===== src/hw/tm1638_defines.svh =====
// TM1638 command bytes, register map and serial timing; include in RTL that needs them
`ifndef TM1638_DEFINES_SVH
`define TM1638_DEFINES_SVH

`default_nettype none

// chip commands
`define TM_CMD_AUTO_INC   8'h40 // data command, auto-increment writes
`define TM_CMD_ADDR0      8'hC0 // address command, display address 0
`define TM_CMD_DISPLAY_ON 8'h88 // display on, brightness in low 3 bits

// board geometry
`define TM_NUM_DIGITS  8
`define TM_FRAME_BYTES 17 // address command + 16 data bytes

// register map
`define REG_LED_ADR    4'd8
`define REG_BRIGHT_ADR 4'd9

// system clocks per half period of the TM1638 clock
`define TM_HALF_PERIOD 4

`default_nettype wire

`endif


===== src/hw/tm1638_pkg.sv =====
// shared vector types for the LED&KEY design and its testbench, referenced as tm1638_pkg::name

`default_nettype none

package tm1638_pkg;

	// segment pattern, command byte or host data word
	typedef logic [7:0] byte_t;

	// register address on host and internal read ports
	typedef logic [3:0] reg_adr_t;

	// digit or LED position 0..7
	typedef logic [2:0] digit_idx_t;

	// display brightness 0..7
	typedef logic [2:0] bright_t;

endpackage

`default_nettype wire


===== src/hw/led_key_refresh.sv =====
// refresh sequencer: sends the TM1638 setup sequence, then rebuilds the display frame on register changes
`include "tm1638_defines.svh"

`default_nettype none
`timescale 1ns/1ps

module led_key_refresh (
	input  wire                       i_clk,
	input  wire                       i_arst_n,
	input  wire                       i_changed,
	input  wire tm1638_pkg::byte_t    i_rd_data,
	input  wire                       i_tx_ready,
	input  wire                       i_shift_idle,
	output logic                      o_rd_en,
	output tm1638_pkg::reg_adr_t      o_rd_adr,
	output logic                      o_tx_valid,
	output tm1638_pkg::byte_t         o_tx_data,
	output logic                      o_tx_first,
	output logic                      o_tx_last,
	output logic                      o_idle
);

	typedef enum logic [4:0] {
		S_RESET, S_BOOT_INC, S_BOOT_ADR, S_BOOT_ZERO,
		S_IDLE, S_FETCH_LED, S_WAIT_LED, S_SAVE_LED,
		S_FETCH_BRT, S_WAIT_BRT, S_SAVE_BRT, S_SEND_ADR,
		S_FETCH_DIG, S_WAIT_DIG, S_SEND_DIG, S_SEND_LED,
		S_SEND_ON
	} state_t;

	state_t                  state_q;
	tm1638_pkg::byte_t       led_q;
	tm1638_pkg::bright_t     bright_q;
	tm1638_pkg::digit_idx_t  dig_q;
	logic [3:0]              zero_q; // zero byte count during setup
	logic                    pend_q;
	logic                    hs;
	logic                    start;

	assign hs     = o_tx_valid && i_tx_ready;
	assign start  = (state_q == S_IDLE) && pend_q && i_shift_idle;
	assign o_idle = (state_q == S_IDLE) && !pend_q && i_shift_idle;

	// read requests and byte stream decoded from state
	always_comb begin
		o_rd_en    = 1'b0;
		o_rd_adr   = '0;
		o_tx_valid = 1'b0;
		o_tx_data  = '0;
		o_tx_first = 1'b0;
		o_tx_last  = 1'b0;
		case (state_q)
			S_FETCH_LED: begin
				o_rd_en  = 1'b1;
				o_rd_adr = `REG_LED_ADR;
			end
			S_FETCH_BRT: begin
				o_rd_en  = 1'b1;
				o_rd_adr = `REG_BRIGHT_ADR;
			end
			S_FETCH_DIG: begin
				o_rd_en  = 1'b1;
				o_rd_adr = {1'b0, dig_q};
			end
			S_BOOT_INC: begin
				o_tx_valid = 1'b1;
				o_tx_data  = `TM_CMD_AUTO_INC;
				o_tx_first = 1'b1;
				o_tx_last  = 1'b1;
			end
			S_BOOT_ADR, S_SEND_ADR: begin
				o_tx_valid = 1'b1;
				o_tx_data  = `TM_CMD_ADDR0;
				o_tx_first = 1'b1;
			end
			S_BOOT_ZERO: begin
				o_tx_valid = 1'b1; // data stays zero
				o_tx_last  = (zero_q == 4'(`TM_FRAME_BYTES - 2));
			end
			S_SEND_DIG: begin
				o_tx_valid = 1'b1;
				o_tx_data  = i_rd_data; // held by the bank until the next read
			end
			S_SEND_LED: begin
				o_tx_valid = 1'b1;
				o_tx_data  = {7'd0, led_q[dig_q]};
				o_tx_last  = (dig_q == 3'(`TM_NUM_DIGITS - 1));
			end
			S_SEND_ON: begin
				o_tx_valid = 1'b1;
				o_tx_data  = `TM_CMD_DISPLAY_ON + {5'd0, bright_q};
				o_tx_first = 1'b1;
				o_tx_last  = 1'b1;
			end
			default: ;
		endcase
	end

	always_ff @(posedge i_clk or negedge i_arst_n) begin
		if (!i_arst_n) begin
			state_q  <= S_RESET;
			dig_q    <= '0;
			zero_q   <= '0;
			bright_q <= '0; // setup sends display-on at level 0
		end else begin
			case (state_q)
				S_RESET:     if (i_shift_idle) state_q <= S_BOOT_INC;
				S_BOOT_INC:  if (hs) state_q <= S_BOOT_ADR;
				S_BOOT_ADR: begin
					if (hs) begin
						zero_q  <= '0;
						state_q <= S_BOOT_ZERO;
					end
				end
				S_BOOT_ZERO: begin
					if (hs) begin
						zero_q <= zero_q + 4'd1;
						if (o_tx_last)
							state_q <= S_SEND_ON;
					end
				end
				S_IDLE:      if (start) state_q <= S_FETCH_LED;
				S_FETCH_LED: state_q <= S_WAIT_LED;
				S_WAIT_LED:  state_q <= S_SAVE_LED;
				S_SAVE_LED:  state_q <= S_FETCH_BRT;
				S_FETCH_BRT: state_q <= S_WAIT_BRT;
				S_WAIT_BRT:  state_q <= S_SAVE_BRT;
				S_SAVE_BRT: begin
					bright_q <= i_rd_data[2:0];
					dig_q    <= '0;
					state_q  <= S_SEND_ADR;
				end
				S_SEND_ADR:  if (hs) state_q <= S_FETCH_DIG;
				S_FETCH_DIG: state_q <= S_WAIT_DIG;
				S_WAIT_DIG:  state_q <= S_SEND_DIG;
				S_SEND_DIG:  if (hs) state_q <= S_SEND_LED;
				S_SEND_LED: begin
					if (hs) begin
						dig_q   <= dig_q + 3'd1;
						state_q <= o_tx_last ? S_SEND_ON : S_FETCH_DIG;
					end
				end
				S_SEND_ON:   if (hs) state_q <= S_IDLE;
				default:     state_q <= S_RESET;
			endcase
		end
	end

	// saved LED byte for the frame
	always_ff @(posedge i_clk) begin
		if (state_q == S_SAVE_LED)
			led_q <= i_rd_data;
	end

	// changes merge into one pending refresh
	always_ff @(posedge i_clk or negedge i_arst_n) begin
		if (!i_arst_n)
			pend_q <= 1'b0;
		else
			pend_q <= i_changed || (pend_q && !start);
	end

endmodule

`default_nettype wire


===== src/hw/led_key_regs.sv =====
// register bank for the LED&KEY board, written by the host over Wishbone and read by the sequencer
`include "tm1638_defines.svh"

`default_nettype none
`timescale 1ns/1ps

module led_key_regs (
	input  wire                   i_clk,
	input  wire                   i_arst_n,

	// wishbone classic slave
	input  wire                   i_wb_cyc,
	input  wire                   i_wb_stb,
	input  wire                   i_wb_we,
	input  wire tm1638_pkg::reg_adr_t i_wb_adr,
	input  wire tm1638_pkg::byte_t    i_wb_dat,
	output tm1638_pkg::byte_t     o_wb_dat,
	output logic                  o_wb_ack,

	// sequencer read port, data two edges after i_rd_en
	input  wire                   i_rd_en,
	input  wire tm1638_pkg::reg_adr_t i_rd_adr,
	output tm1638_pkg::byte_t     o_rd_data,

	output logic                  o_changed // one pulse per accepted mapped write
);

	tm1638_pkg::byte_t    digit_q [`TM_NUM_DIGITS];
	tm1638_pkg::byte_t    led_q;
	tm1638_pkg::bright_t  bright_q;

	tm1638_pkg::reg_adr_t rd_adr_q;
	logic                 rd_en_q;

	logic                 wb_acc;
	logic                 wb_map;

	// shared read mux, unmapped addresses return zero
	function automatic tm1638_pkg::byte_t read_reg(input tm1638_pkg::reg_adr_t adr);
		tm1638_pkg::byte_t val;
		if (!adr[3])
			val = digit_q[adr[2:0]];
		else if (adr == `REG_LED_ADR)
			val = led_q;
		else if (adr == `REG_BRIGHT_ADR)
			val = {5'd0, bright_q}; // zero-extended
		else
			val = '0;
		return val;
	endfunction

	assign wb_acc = i_wb_cyc && i_wb_stb && !o_wb_ack; // new cycle, not the ack beat
	assign wb_map = (i_wb_adr <= `REG_BRIGHT_ADR);

	// register writes
	always_ff @(posedge i_clk or negedge i_arst_n) begin
		if (!i_arst_n) begin
			for (int i = 0; i < `TM_NUM_DIGITS; i++) begin
				digit_q[i] <= '0;
			end
			led_q    <= '0;
			bright_q <= '0;
		end else if (wb_acc && i_wb_we) begin
			if (!i_wb_adr[3])
				digit_q[i_wb_adr[2:0]] <= i_wb_dat;
			else if (i_wb_adr == `REG_LED_ADR)
				led_q <= i_wb_dat;
			else if (i_wb_adr == `REG_BRIGHT_ADR)
				bright_q <= i_wb_dat[2:0]; // only 3 bits kept
		end
	end

	// ack and change strobe
	always_ff @(posedge i_clk or negedge i_arst_n) begin
		if (!i_arst_n) begin
			o_wb_ack  <= 1'b0;
			o_changed <= 1'b0;
			rd_en_q   <= 1'b0;
		end else begin
			o_wb_ack  <= wb_acc;
			o_changed <= wb_acc && i_wb_we && wb_map;
			rd_en_q   <= i_rd_en;
		end
	end

	// host read data, valid with ack
	always_ff @(posedge i_clk) begin
		if (wb_acc)
			o_wb_dat <= read_reg(i_wb_adr);
	end

	// sequencer path: latch address, then data
	always_ff @(posedge i_clk) begin
		if (i_rd_en)
			rd_adr_q <= i_rd_adr;
		if (rd_en_q)
			o_rd_data <= read_reg(rd_adr_q);
	end

endmodule

`default_nettype wire


===== src/hw/led_key_top.sv =====
// top level of the LED&KEY driver: Wishbone register bank, refresh sequencer and TM1638 shifter
`default_nettype none
`timescale 1ns/1ps

module led_key_top (
	input  wire                       i_clk,
	input  wire                       i_arst_n,
	input  wire                       i_wb_cyc,
	input  wire                       i_wb_stb,
	input  wire                       i_wb_we,
	input  wire tm1638_pkg::reg_adr_t i_wb_adr,
	input  wire tm1638_pkg::byte_t    i_wb_dat,
	output tm1638_pkg::byte_t         o_wb_dat,
	output logic                      o_wb_ack,
	output logic                      o_tm1638_clk,
	output logic                      o_tm1638_stb,
	output logic                      o_tm1638_data,
	output logic                      o_idle
);

	// register bank to sequencer
	logic                 rd_en;
	tm1638_pkg::reg_adr_t rd_adr;
	tm1638_pkg::byte_t    rd_data;
	logic                 changed;

	// sequencer to shifter
	logic                 tx_valid;
	logic                 tx_ready;
	tm1638_pkg::byte_t    tx_data;
	logic                 tx_first;
	logic                 tx_last;
	logic                 shift_idle;

	led_key_regs u_regs (
		.i_clk     (i_clk),
		.i_arst_n  (i_arst_n),
		.i_wb_cyc  (i_wb_cyc),
		.i_wb_stb  (i_wb_stb),
		.i_wb_we   (i_wb_we),
		.i_wb_adr  (i_wb_adr),
		.i_wb_dat  (i_wb_dat),
		.o_wb_dat  (o_wb_dat),
		.o_wb_ack  (o_wb_ack),
		.i_rd_en   (rd_en),
		.i_rd_adr  (rd_adr),
		.o_rd_data (rd_data),
		.o_changed (changed)
	);

	led_key_refresh u_refresh (
		.i_clk        (i_clk),
		.i_arst_n     (i_arst_n),
		.i_changed    (changed),
		.i_rd_data    (rd_data),
		.i_tx_ready   (tx_ready),
		.i_shift_idle (shift_idle),
		.o_rd_en      (rd_en),
		.o_rd_adr     (rd_adr),
		.o_tx_valid   (tx_valid),
		.o_tx_data    (tx_data),
		.o_tx_first   (tx_first),
		.o_tx_last    (tx_last),
		.o_idle       (o_idle)
	);

	tm1638_serial u_serial (
		.i_clk         (i_clk),
		.i_arst_n      (i_arst_n),
		.i_tx_valid    (tx_valid),
		.i_tx_data     (tx_data),
		.i_tx_first    (tx_first),
		.i_tx_last     (tx_last),
		.o_tx_ready    (tx_ready),
		.o_shift_idle  (shift_idle),
		.o_tm1638_clk  (o_tm1638_clk),
		.o_tm1638_stb  (o_tm1638_stb),
		.o_tm1638_data (o_tm1638_data)
	);

endmodule

`default_nettype wire


===== src/hw/tm1638_serial.sv =====
// serial shifter: turns a valid/ready byte stream into TM1638 clock, strobe and data pins, LSB first
`include "tm1638_defines.svh"

`default_nettype none
`timescale 1ns/1ps

module tm1638_serial (
	input  wire                    i_clk,
	input  wire                    i_arst_n,
	input  wire                    i_tx_valid,
	input  wire tm1638_pkg::byte_t i_tx_data,
	input  wire                    i_tx_first,
	input  wire                    i_tx_last,
	output logic                   o_tx_ready,
	output logic                   o_shift_idle,
	output logic                   o_tm1638_clk,
	output logic                   o_tm1638_stb,
	output logic                   o_tm1638_data
);

	localparam int HALF = `TM_HALF_PERIOD;

	typedef enum logic [2:0] {
		S_IDLE, S_LEAD, S_LOW, S_HIGH, S_HOLD, S_TAIL, S_GAP
	} state_t;

	state_t            state_q;
	logic [7:0]        half_q;  // half-period down counter
	logic [2:0]        bit_q;
	tm1638_pkg::byte_t sh_q;
	logic              last_q;
	logic              half_done;
	logic              accept;

	assign half_done    = (half_q == 8'd0);
	assign o_tx_ready   = (state_q == S_IDLE) || (state_q == S_HOLD);
	assign accept       = i_tx_valid && o_tx_ready;
	assign o_shift_idle = (state_q == S_IDLE) && o_tm1638_stb;

	always_ff @(posedge i_clk or negedge i_arst_n) begin
		if (!i_arst_n) begin
			state_q       <= S_IDLE;
			half_q        <= '0;
			bit_q         <= '0;
			last_q        <= 1'b0;
			o_tm1638_clk  <= 1'b1;
			o_tm1638_stb  <= 1'b1;
			o_tm1638_data <= 1'b1;
		end else begin
			if (!half_done)
				half_q <= half_q - 8'd1;
			case (state_q)
				S_IDLE, S_HOLD: begin
					if (accept) begin
						last_q <= i_tx_last;
						bit_q  <= '0;
						half_q <= 8'(HALF - 1);
						if (i_tx_first && state_q == S_IDLE) begin
							o_tm1638_stb <= 1'b0; // lead-in before first bit
							state_q      <= S_LEAD;
						end else begin
							o_tm1638_clk  <= 1'b0;
							o_tm1638_data <= i_tx_data[0];
							state_q       <= S_LOW;
						end
					end
				end
				S_LEAD: begin
					if (half_done) begin
						o_tm1638_clk  <= 1'b0;
						o_tm1638_data <= sh_q[0];
						half_q        <= 8'(HALF - 1);
						state_q       <= S_LOW;
					end
				end
				S_LOW: begin
					if (half_done) begin
						o_tm1638_clk <= 1'b1; // chip samples here
						half_q       <= 8'(HALF - 1);
						state_q      <= S_HIGH;
					end
				end
				S_HIGH: begin
					if (half_done) begin
						half_q <= 8'(HALF - 1);
						if (bit_q == 3'd7) begin
							state_q <= last_q ? S_TAIL : S_HOLD;
						end else begin
							bit_q         <= bit_q + 3'd1;
							o_tm1638_clk  <= 1'b0;
							o_tm1638_data <= sh_q[1];
							state_q       <= S_LOW;
						end
					end
				end
				S_TAIL: begin
					if (half_done) begin
						o_tm1638_stb <= 1'b1; // end of transfer
						half_q       <= 8'(HALF - 1);
						state_q      <= S_GAP;
					end
				end
				S_GAP:   if (half_done) state_q <= S_IDLE;
				default: state_q <= S_IDLE;
			endcase
		end
	end

	// shift register, next bit moves into position 0
	always_ff @(posedge i_clk) begin
		if (accept)
			sh_q <= i_tx_data;
		else if (state_q == S_HIGH && half_done)
			sh_q <= sh_q >> 1;
	end

endmodule

`default_nettype wire


===== config.mk =====
export PLATFORM = sky130hd
export DESIGN_NAME = led_key_top
export DESIGN_NICKNAME = d
export VERILOG_FILES = /design/src/hw/tm1638_pkg.sv /design/src/hw/led_key_refresh.sv /design/src/hw/led_key_regs.sv /design/src/hw/led_key_top.sv /design/src/hw/tm1638_serial.sv
export VERILOG_INCLUDE_DIRS = /design/src /design/src/hw
export SDC_FILE = /design/constraint.sdc
export NUM_CORES = 1
export LEC_CHECK = 0
export CAP_MARGIN = 25
export CORE_MARGIN = 2
export CORE_UTILIZATION = 28
export CTS_CLUSTER_DIAMETER = 200
export DETAILED_ROUTE_END_ITERATION = 6
export DONT_BUFFER_PORTS = 1
export PLACE_DENSITY = 0.49
export SYNTH_ARGS = -nofsm -noshare
export SYNTH_HDL_FRONTEND = slang
export SYNTH_SLANG_ARGS = --single-unit

===== constraint.sdc =====
create_clock -name i_clk -period 2.45 [get_ports i_clk]
set_clock_uncertainty 0.1 [all_clocks]
set_input_delay 0.3675 -clock i_clk [delete_from_list [all_inputs] [get_ports i_clk]]
set_output_delay 0.3675 -clock i_clk [all_outputs]
set_load 0.005 [all_outputs]

== Word level (Yosys, flattened, before mapping) ==
Index checks and enable logic that the tools add are counted.

* Add/subtract/negate cells: 5
* Magnitude comparators: 5
* Equality and inequality tests: 48
* Muxes and demuxes: 76
* Bitwise gates (word level): 4
* Reduce and logical (&&, ||, !) cells: 48

{| class="wikitable"
|+ Operators with widths
! cell !! count
|-
| 8-bit two-way mux || 14
|-
| 5-bit case mux with 17 select lines || 1
|-
| 64-bit bitwise mux || 1
|-
| 5-bit two-way mux || 11
|-
| 8-bit binary-select mux with 3-bit select || 2
|-
| 5-bit by 4-bit equality test with 1-bit output, second input constant || 8
|-
| 8-bit case mux with 5 select lines || 1
|-
| 3-bit two-way mux || 13
|-
| 2-bit by 1-bit != test with 1-bit output, second input constant || 16
|-
| 8-bit demux with 3-bit select || 1
|-
| 4-bit equality test, second input constant || 5
|-
| 5-bit by 3-bit equality test with 1-bit output, second input constant || 4
|-
| 1-bit two-way mux || 18
|-
| 3-bit case mux with 6 select lines || 1
|-
| 8-bit case mux with 2 select lines || 1
|-
| 3-bit equality test, second input constant || 5
|-
| 1-bit logical AND || 14
|-
| 3-bit case mux with 2 select lines || 2
|-
| 4-bit case mux with 3 select lines || 1
|-
| 4-bit AND reduction || 3
|-
| 6-bit AND reduction || 2
|-
| 5-bit by 2-bit equality test with 1-bit output, second input constant || 2
|-
| 10-bit AND reduction || 1
|-
| 2-bit nonzero test || 5
|-
| other kinds (36) || 54
|}

* Flip-flop bits (word level): 148
* Output and inout bits: 13
* Logic and storage cells: 216

== Logic depth before layout (Yosys ltp) ==
* Word-level depth: 7
* Depth in mapped cells: 10
* Gate-level depth less buffers: 9

== By module ==
Synthesis repeated with hierarchy kept, for this count alone.

* Cell total of the unflattened synthesis: 648
* Area total of the unflattened synthesis: 7932.6 um^2

{| class="wikitable"
|+ Modules (own cells, without submodules)
! module !! times used !! cells each !! area an instance (um^2)
|-
| led_key_regs || 1 || 340 || 4974.8
|-
| led_key_refresh || 1 || 157 || 1516.5
|-
| tm1638_serial || 1 || 151 || 1441.4
|}

== Worst setup path after synthesis ==
OpenSTA, ideal clock, no wires.

* Kind: register to register
* Start point: register u_refresh.state_q[2]
* End point: register u_serial.sh_q[0] (enable)
* Setup time: 0.384 ns
* Arrival: 1.880 ns
* Required time: 1.966 ns
* Setup slack: 0.086 ns
* Cell stages (with the launch flop): 10
* Path buffers: 4
* Clock period less this slack: 2.364 ns
* Path through: dfrtp_1 -> buf_6 -> or2_2 -> buf_2 -> nor2_4 -> a32oi_1 -> o31a_1 -> buf_6 -> buf_2 -> o21ai_0

* Cells in the longest elaborated chain, start to end: 5
* Elaborated cells between the ends (all ways): 11
* Those cells by class: 7 x eq/ne; 1 x mux; 3 x reduce/logical

{| class="wikitable"
|+ Ends and longest elaborated chain
! what !! line !! source
|-
| from (decl) || led_key_refresh.sv:31 || <nowiki>state_t state_q;</nowiki>
|-
| from (signal assigned) || led_key_refresh.sv:140 || <nowiki>state_q <= o_tx_last ? S_SEND_ON : S_FETCH_DIG;</nowiki>
|-
| 5-bit by 1-bit equality test with 1-bit output, or another cell as far along || led_key_refresh.sv:52 || <nowiki>case (state_q)</nowiki>
|-
| 7-bit OR reduction (no source line) * || -- ||
|-
| 1-bit two-way mux * || led_key_refresh.sv:52 ||
|-
| 1-bit logical AND * || tm1638_serial.sv:37 || <nowiki>assign accept = i_tx_valid && o_tx_ready;</nowiki>
|-
| 2-bit nonzero test (no source line) * || -- ||
|-
| to (signal assigned) || tm1638_serial.sv:112 || <nowiki>sh_q <= i_tx_data;</nowiki>
|-
| to (signal assigned) || tm1638_serial.sv:114 || <nowiki>sh_q <= sh_q >> 1;</nowiki>
|-
| to (decl) || tm1638_serial.sv:30 || <nowiki>tm1638_pkg::byte_t sh_q;</nowiki>
|}

Mark *: on every way between the ends. The rest lies on a longest branch, timed or not.
A chain may end at the register's enable or synchronous reset.

== Worst setup path in the final report ==
* Start point: register u_regs.o_wb_ack
* End point: register u_regs.digit_q[18] (netlist bit)

* Cells in the longest elaborated chain, start to end: 4

{| class="wikitable"
|+ Ends and longest elaborated chain
! what !! line !! source
|-
| from (decl) || led_key_regs.sv:18 || <nowiki>output logic o_wb_ack,</nowiki>
|-
| from (signal assigned) || led_key_regs.sv:80 || <nowiki>o_wb_ack <= wb_acc;</nowiki>
|-
| 1-bit logical NOT || led_key_regs.sv:52 || <nowiki>assign wb_acc = i_wb_cyc && i_wb_stb && !o_wb_ack;</nowiki>
|-
| 1-bit logical AND || led_key_regs.sv:52 ||
|-
| via u_regs.wb_acc || led_key_regs.sv:35 || <nowiki>logic wb_acc;</nowiki>
|-
| 1-bit logical AND || led_key_regs.sv:63 || <nowiki>end else if (wb_acc && i_wb_we) begin</nowiki>
|-
| 2-bit AND reduction (no source line) || -- ||
|-
| to (signal, indexed assignment) || led_key_regs.sv:65 || <nowiki>digit_q[i_wb_adr[2:0]] <= i_wb_dat;</nowiki>
|-
| to (decl) || led_key_regs.sv:28 || <nowiki>tm1638_pkg::byte_t digit_q [`TM_NUM_DIGITS];</nowiki>
|}

The timed path passes the listed nets, and every way through them passes these cells.

==> metrics.txt <==
chip height between 150 and 200 um; Final #Nets about 660; Post-Layout Inst Area approximately 8800 um^2; gpl congestion 0.856; total gr overflow 0; CTS tree yes; Fin. Hold Viols roughly 110; GRT Util Overall roughly 14%; violated checks hold timing; area growth from synthesis to final layout 16.2%; fraction of layout cells with a size suffix above 1 around 31%; Setup WS post-layout around 0.11 ns; H-tree depth reported by CTS 4; Cell Area, Placed 8130 um^2; Post-DP HPWL ~13 mm; Peak Freq around 430 MHz; CTS max path bufs 2; first-pass GRT wire length around 31 mm; Vias/cell a little over 5; Adder-Cell Fraction of Synth Area about 1.3%; clk_lat worst skew about 0.43 ns; initial DRC count between 300 and 400; Worst Setup End Kind flip-flop; outcome complete, but fails checks; Pleak 3.84 nW; number of I/O pins 30; num rows 60; CP max FO 8; vias 5058; Antenna Cells 0; WP data arrival 2.56 ns; CTS Buf Count 17; IO Port Bufs 0; CTS clk-pin slew, worst paths 0.07 ns; Worst VDD drop between 0.0004 and 0.0005 V; Slew HR 57.6%; Die Footprint 28500 um^2; top-count cell post-synth dfrtp_1; Min Clock Period, post-route around 2.3 ns; die outline width approximately 170 um; CP Launch Type flip-flop; cell taking the most area after synthesis dfrtp_1; Yosys Warn Count 0; Post-synth EDFFs 36; Post-Synthesis Cell Area between 7000 and 8000 um^2; post-synthesis simple-gate area fraction between 10 and 15%; syn nets roughly 630; largest family of logic cells by synthesized area multiplexers; sequential fraction of the synthesis area roughly half; Fin Setup TNS 0 ns; Synth cell types 62; Final Max Slew Viols 0; CORE AREA about 27000 um^2; antenna violations before repair 0; RSZ-0062 raised after global routing no; Syn Inst Count 609; Starting Density ~28%; async set or reset register ratio after synthesis approximately three quarters; Post-DRT Antenna Nets 0; Most used DFF post-synth dfrtp_1; mux cell area share after synthesis 24.6%; CTS Root Cell clkbuf_16; hold_ws -0.469 ns; vias in the first global route 5373; Remaining DRCs 0; Req. time, crit path between 2 and 3 ns; dpl ws approximately 0.069 ns; synth cell count leaders dfrtp_1 (109), mux2_2 (77), nand2_1 (69), o21ai_0 (38), edfxtp_1 (36); drt pass-1 iters 5; clk sinks 148; largest net degree at the start of global routing between 100 and 150; Worst-Margin Slew ~0.64 ns; power density over cell area between 600 and 700 nW/um^2; Final setup viols 0; Routed WL approximately 19 mm; WS Path Type reg -> reg; compound-cell area share of the yosys netlist 7.58%; Hold-fix buffers, CTS 9; MaxCap Viol Count 0; wire per inst approximately 19 um; fillers between 2000 and 3000; top cell type's share of synthesized area 35.9%; syn_area_per_cell between 10 and 15 um^2; worst hold path class in -> async; final period utilization between 90% and 100%; Synth Register Bits 148; synth top area cells dfrtp_1 (36%), edfxtp_1 (14%), mux2_2 (11%), mux4_2 (10%), nand2_1 (3.4%); Post-Synth XOR/XNOR Area 0.345%
[worst max-delay path, stage by stage, from the launching register on]
cell and delay, ns:
dfrtp_1 0.41, nor2_2 0.19, nand2_2 0.08, or3_1 0.45, nor3b_4 0.59, mux2_2 0.41
[metal layers]
metal | up-vias | part of all wire (%) | track usage [%]
met5 | - | 0 | 0
met4 | 0 | 1.5 | 4.24
met3 | 23 | 4.2 | 3.62
met2 | 109 | 49 | 23.3
met1 | 2606 | 45 | 18.0
li1 | 2320 | - | -
[worst paths after layout]
path,startpoint,endpoint,slack [ns],cells past startpoint
max in group asynchronous,i_arst_n,u_serial.o_tm1638_clk$_DFFE_PN1P_,2.53,0
worst max-delay path,u_regs.o_wb_ack$_DFF_PN0_,u_regs.digit_q[18]$_DFFE_PN0P_,0.11,5
min in group i_clk,i_wb_adr[3],u_regs.o_wb_dat[2]$_DFFE_PP_,0.07,1
worst min register to register,u_regs.o_rd_data[6]$_DFFE_PP_,u_refresh.led_q[6]$_DFFE_PP_,0.37,0
worst min-delay path,i_arst_n,u_serial.bit_q[0]$_DFFE_PN0P_,-0.47,0
worst max register to register,u_regs.o_wb_ack$_DFF_PN0_,u_regs.digit_q[18]$_DFFE_PN0P_,0.11,5
[power by group]
part | switching (W) | total, W | internal (W)
Combinational | 0.000118 | 0.000379 | 0.000262
Sequential | 0.000114 | 0.00279 | 0.00268
Clock | 0.00120 | 0.00266 | 0.00146
Total | 0.00143 | 0.00584 | 0.00440
[sequential cells by signal, summed over array words and instances (netlist names), 4 cells and up]
signal and cells:
u_regs.o_wb_dat 8, u_regs.digit_q 64, u_refresh.led_q 8, u_serial.sh_q 8
u_refresh.zero_q 4, u_regs.led_q 8, u_regs.rd_adr_q 4, u_refresh.state_q 5
u_serial.half_q 8, u_regs.o_rd_data 8
[repair_timing]
| action | CTS | global route |
|---|---|---|
| hold endpoints to repair | 188 | 112 |
| setup endpoints to repair | 0 | 15 |
| resized for setup | 0 | 4 |
| setup buffers | 0 | 0 |
[metrics by stage]
stage                     total power [W]  instances  util (%)
final                             0.00584        988      33.0
after global routing              0.00607        988      33.0
after CTS                         0.00591        988      32.9
after detailed placement          0.00320        947      30.3
after global placement            0.00317        947      30.3
after floorplan                   0.00312        609         -
[cell usage in the layout (no fill, tap or decap), types with 6 or more instances in the layout]
cell type	Yosys	layout
inv_1	9	9
a21oi_1	22	22
nor2b_1	6	6
nand2b_1	6	6
nor2_1	21	21
edfxtp_1	36	36
and3_1	7	7
inv_6	0	7
dlygate4sd3_1	0	9
buf_4	1	30
nand3_1	18	18
dfrtp_1	109	108
clkbuf_16	0	17
mux2i_1	23	23
mux2_2	77	77
mux4_2	34	34
nor3_1	7	6
ha_1	8	8
nand2_1	69	69
o21ai_0	38	38
[layout make-up]
class | count | area, um^2 | area share (%)
Sequential cell | 148 | 3890 | 44.0
Multi-Input combinational cell | 417 | 3530 | 39.9
Tap cell | 341 | 427 | 4.83
Clock buffer | 17 | 425 | 4.81
Timing Repair Buffer | 41 | 355 | 4.02
Clock inverter | 15 | 180 | 2.04
Inverter | 9 | 33.8 | 0.382
[cell families (layout without fill, tap and decap cells)]
logic type | count (synthesis) | after routing
multiplexers | 135 | 135
XOR/XNOR | 3 | 3
adder cells (fa/ha/maj) | 8 | 8
AO/OA/AOI/OAI | 95 | 95
buffers and inverters | 44 | 82
flip-flops | 148 | 148
AND/OR/NAND/NOR | 176 | 176
Note: power is estimated with default switching activity, not from simulation.
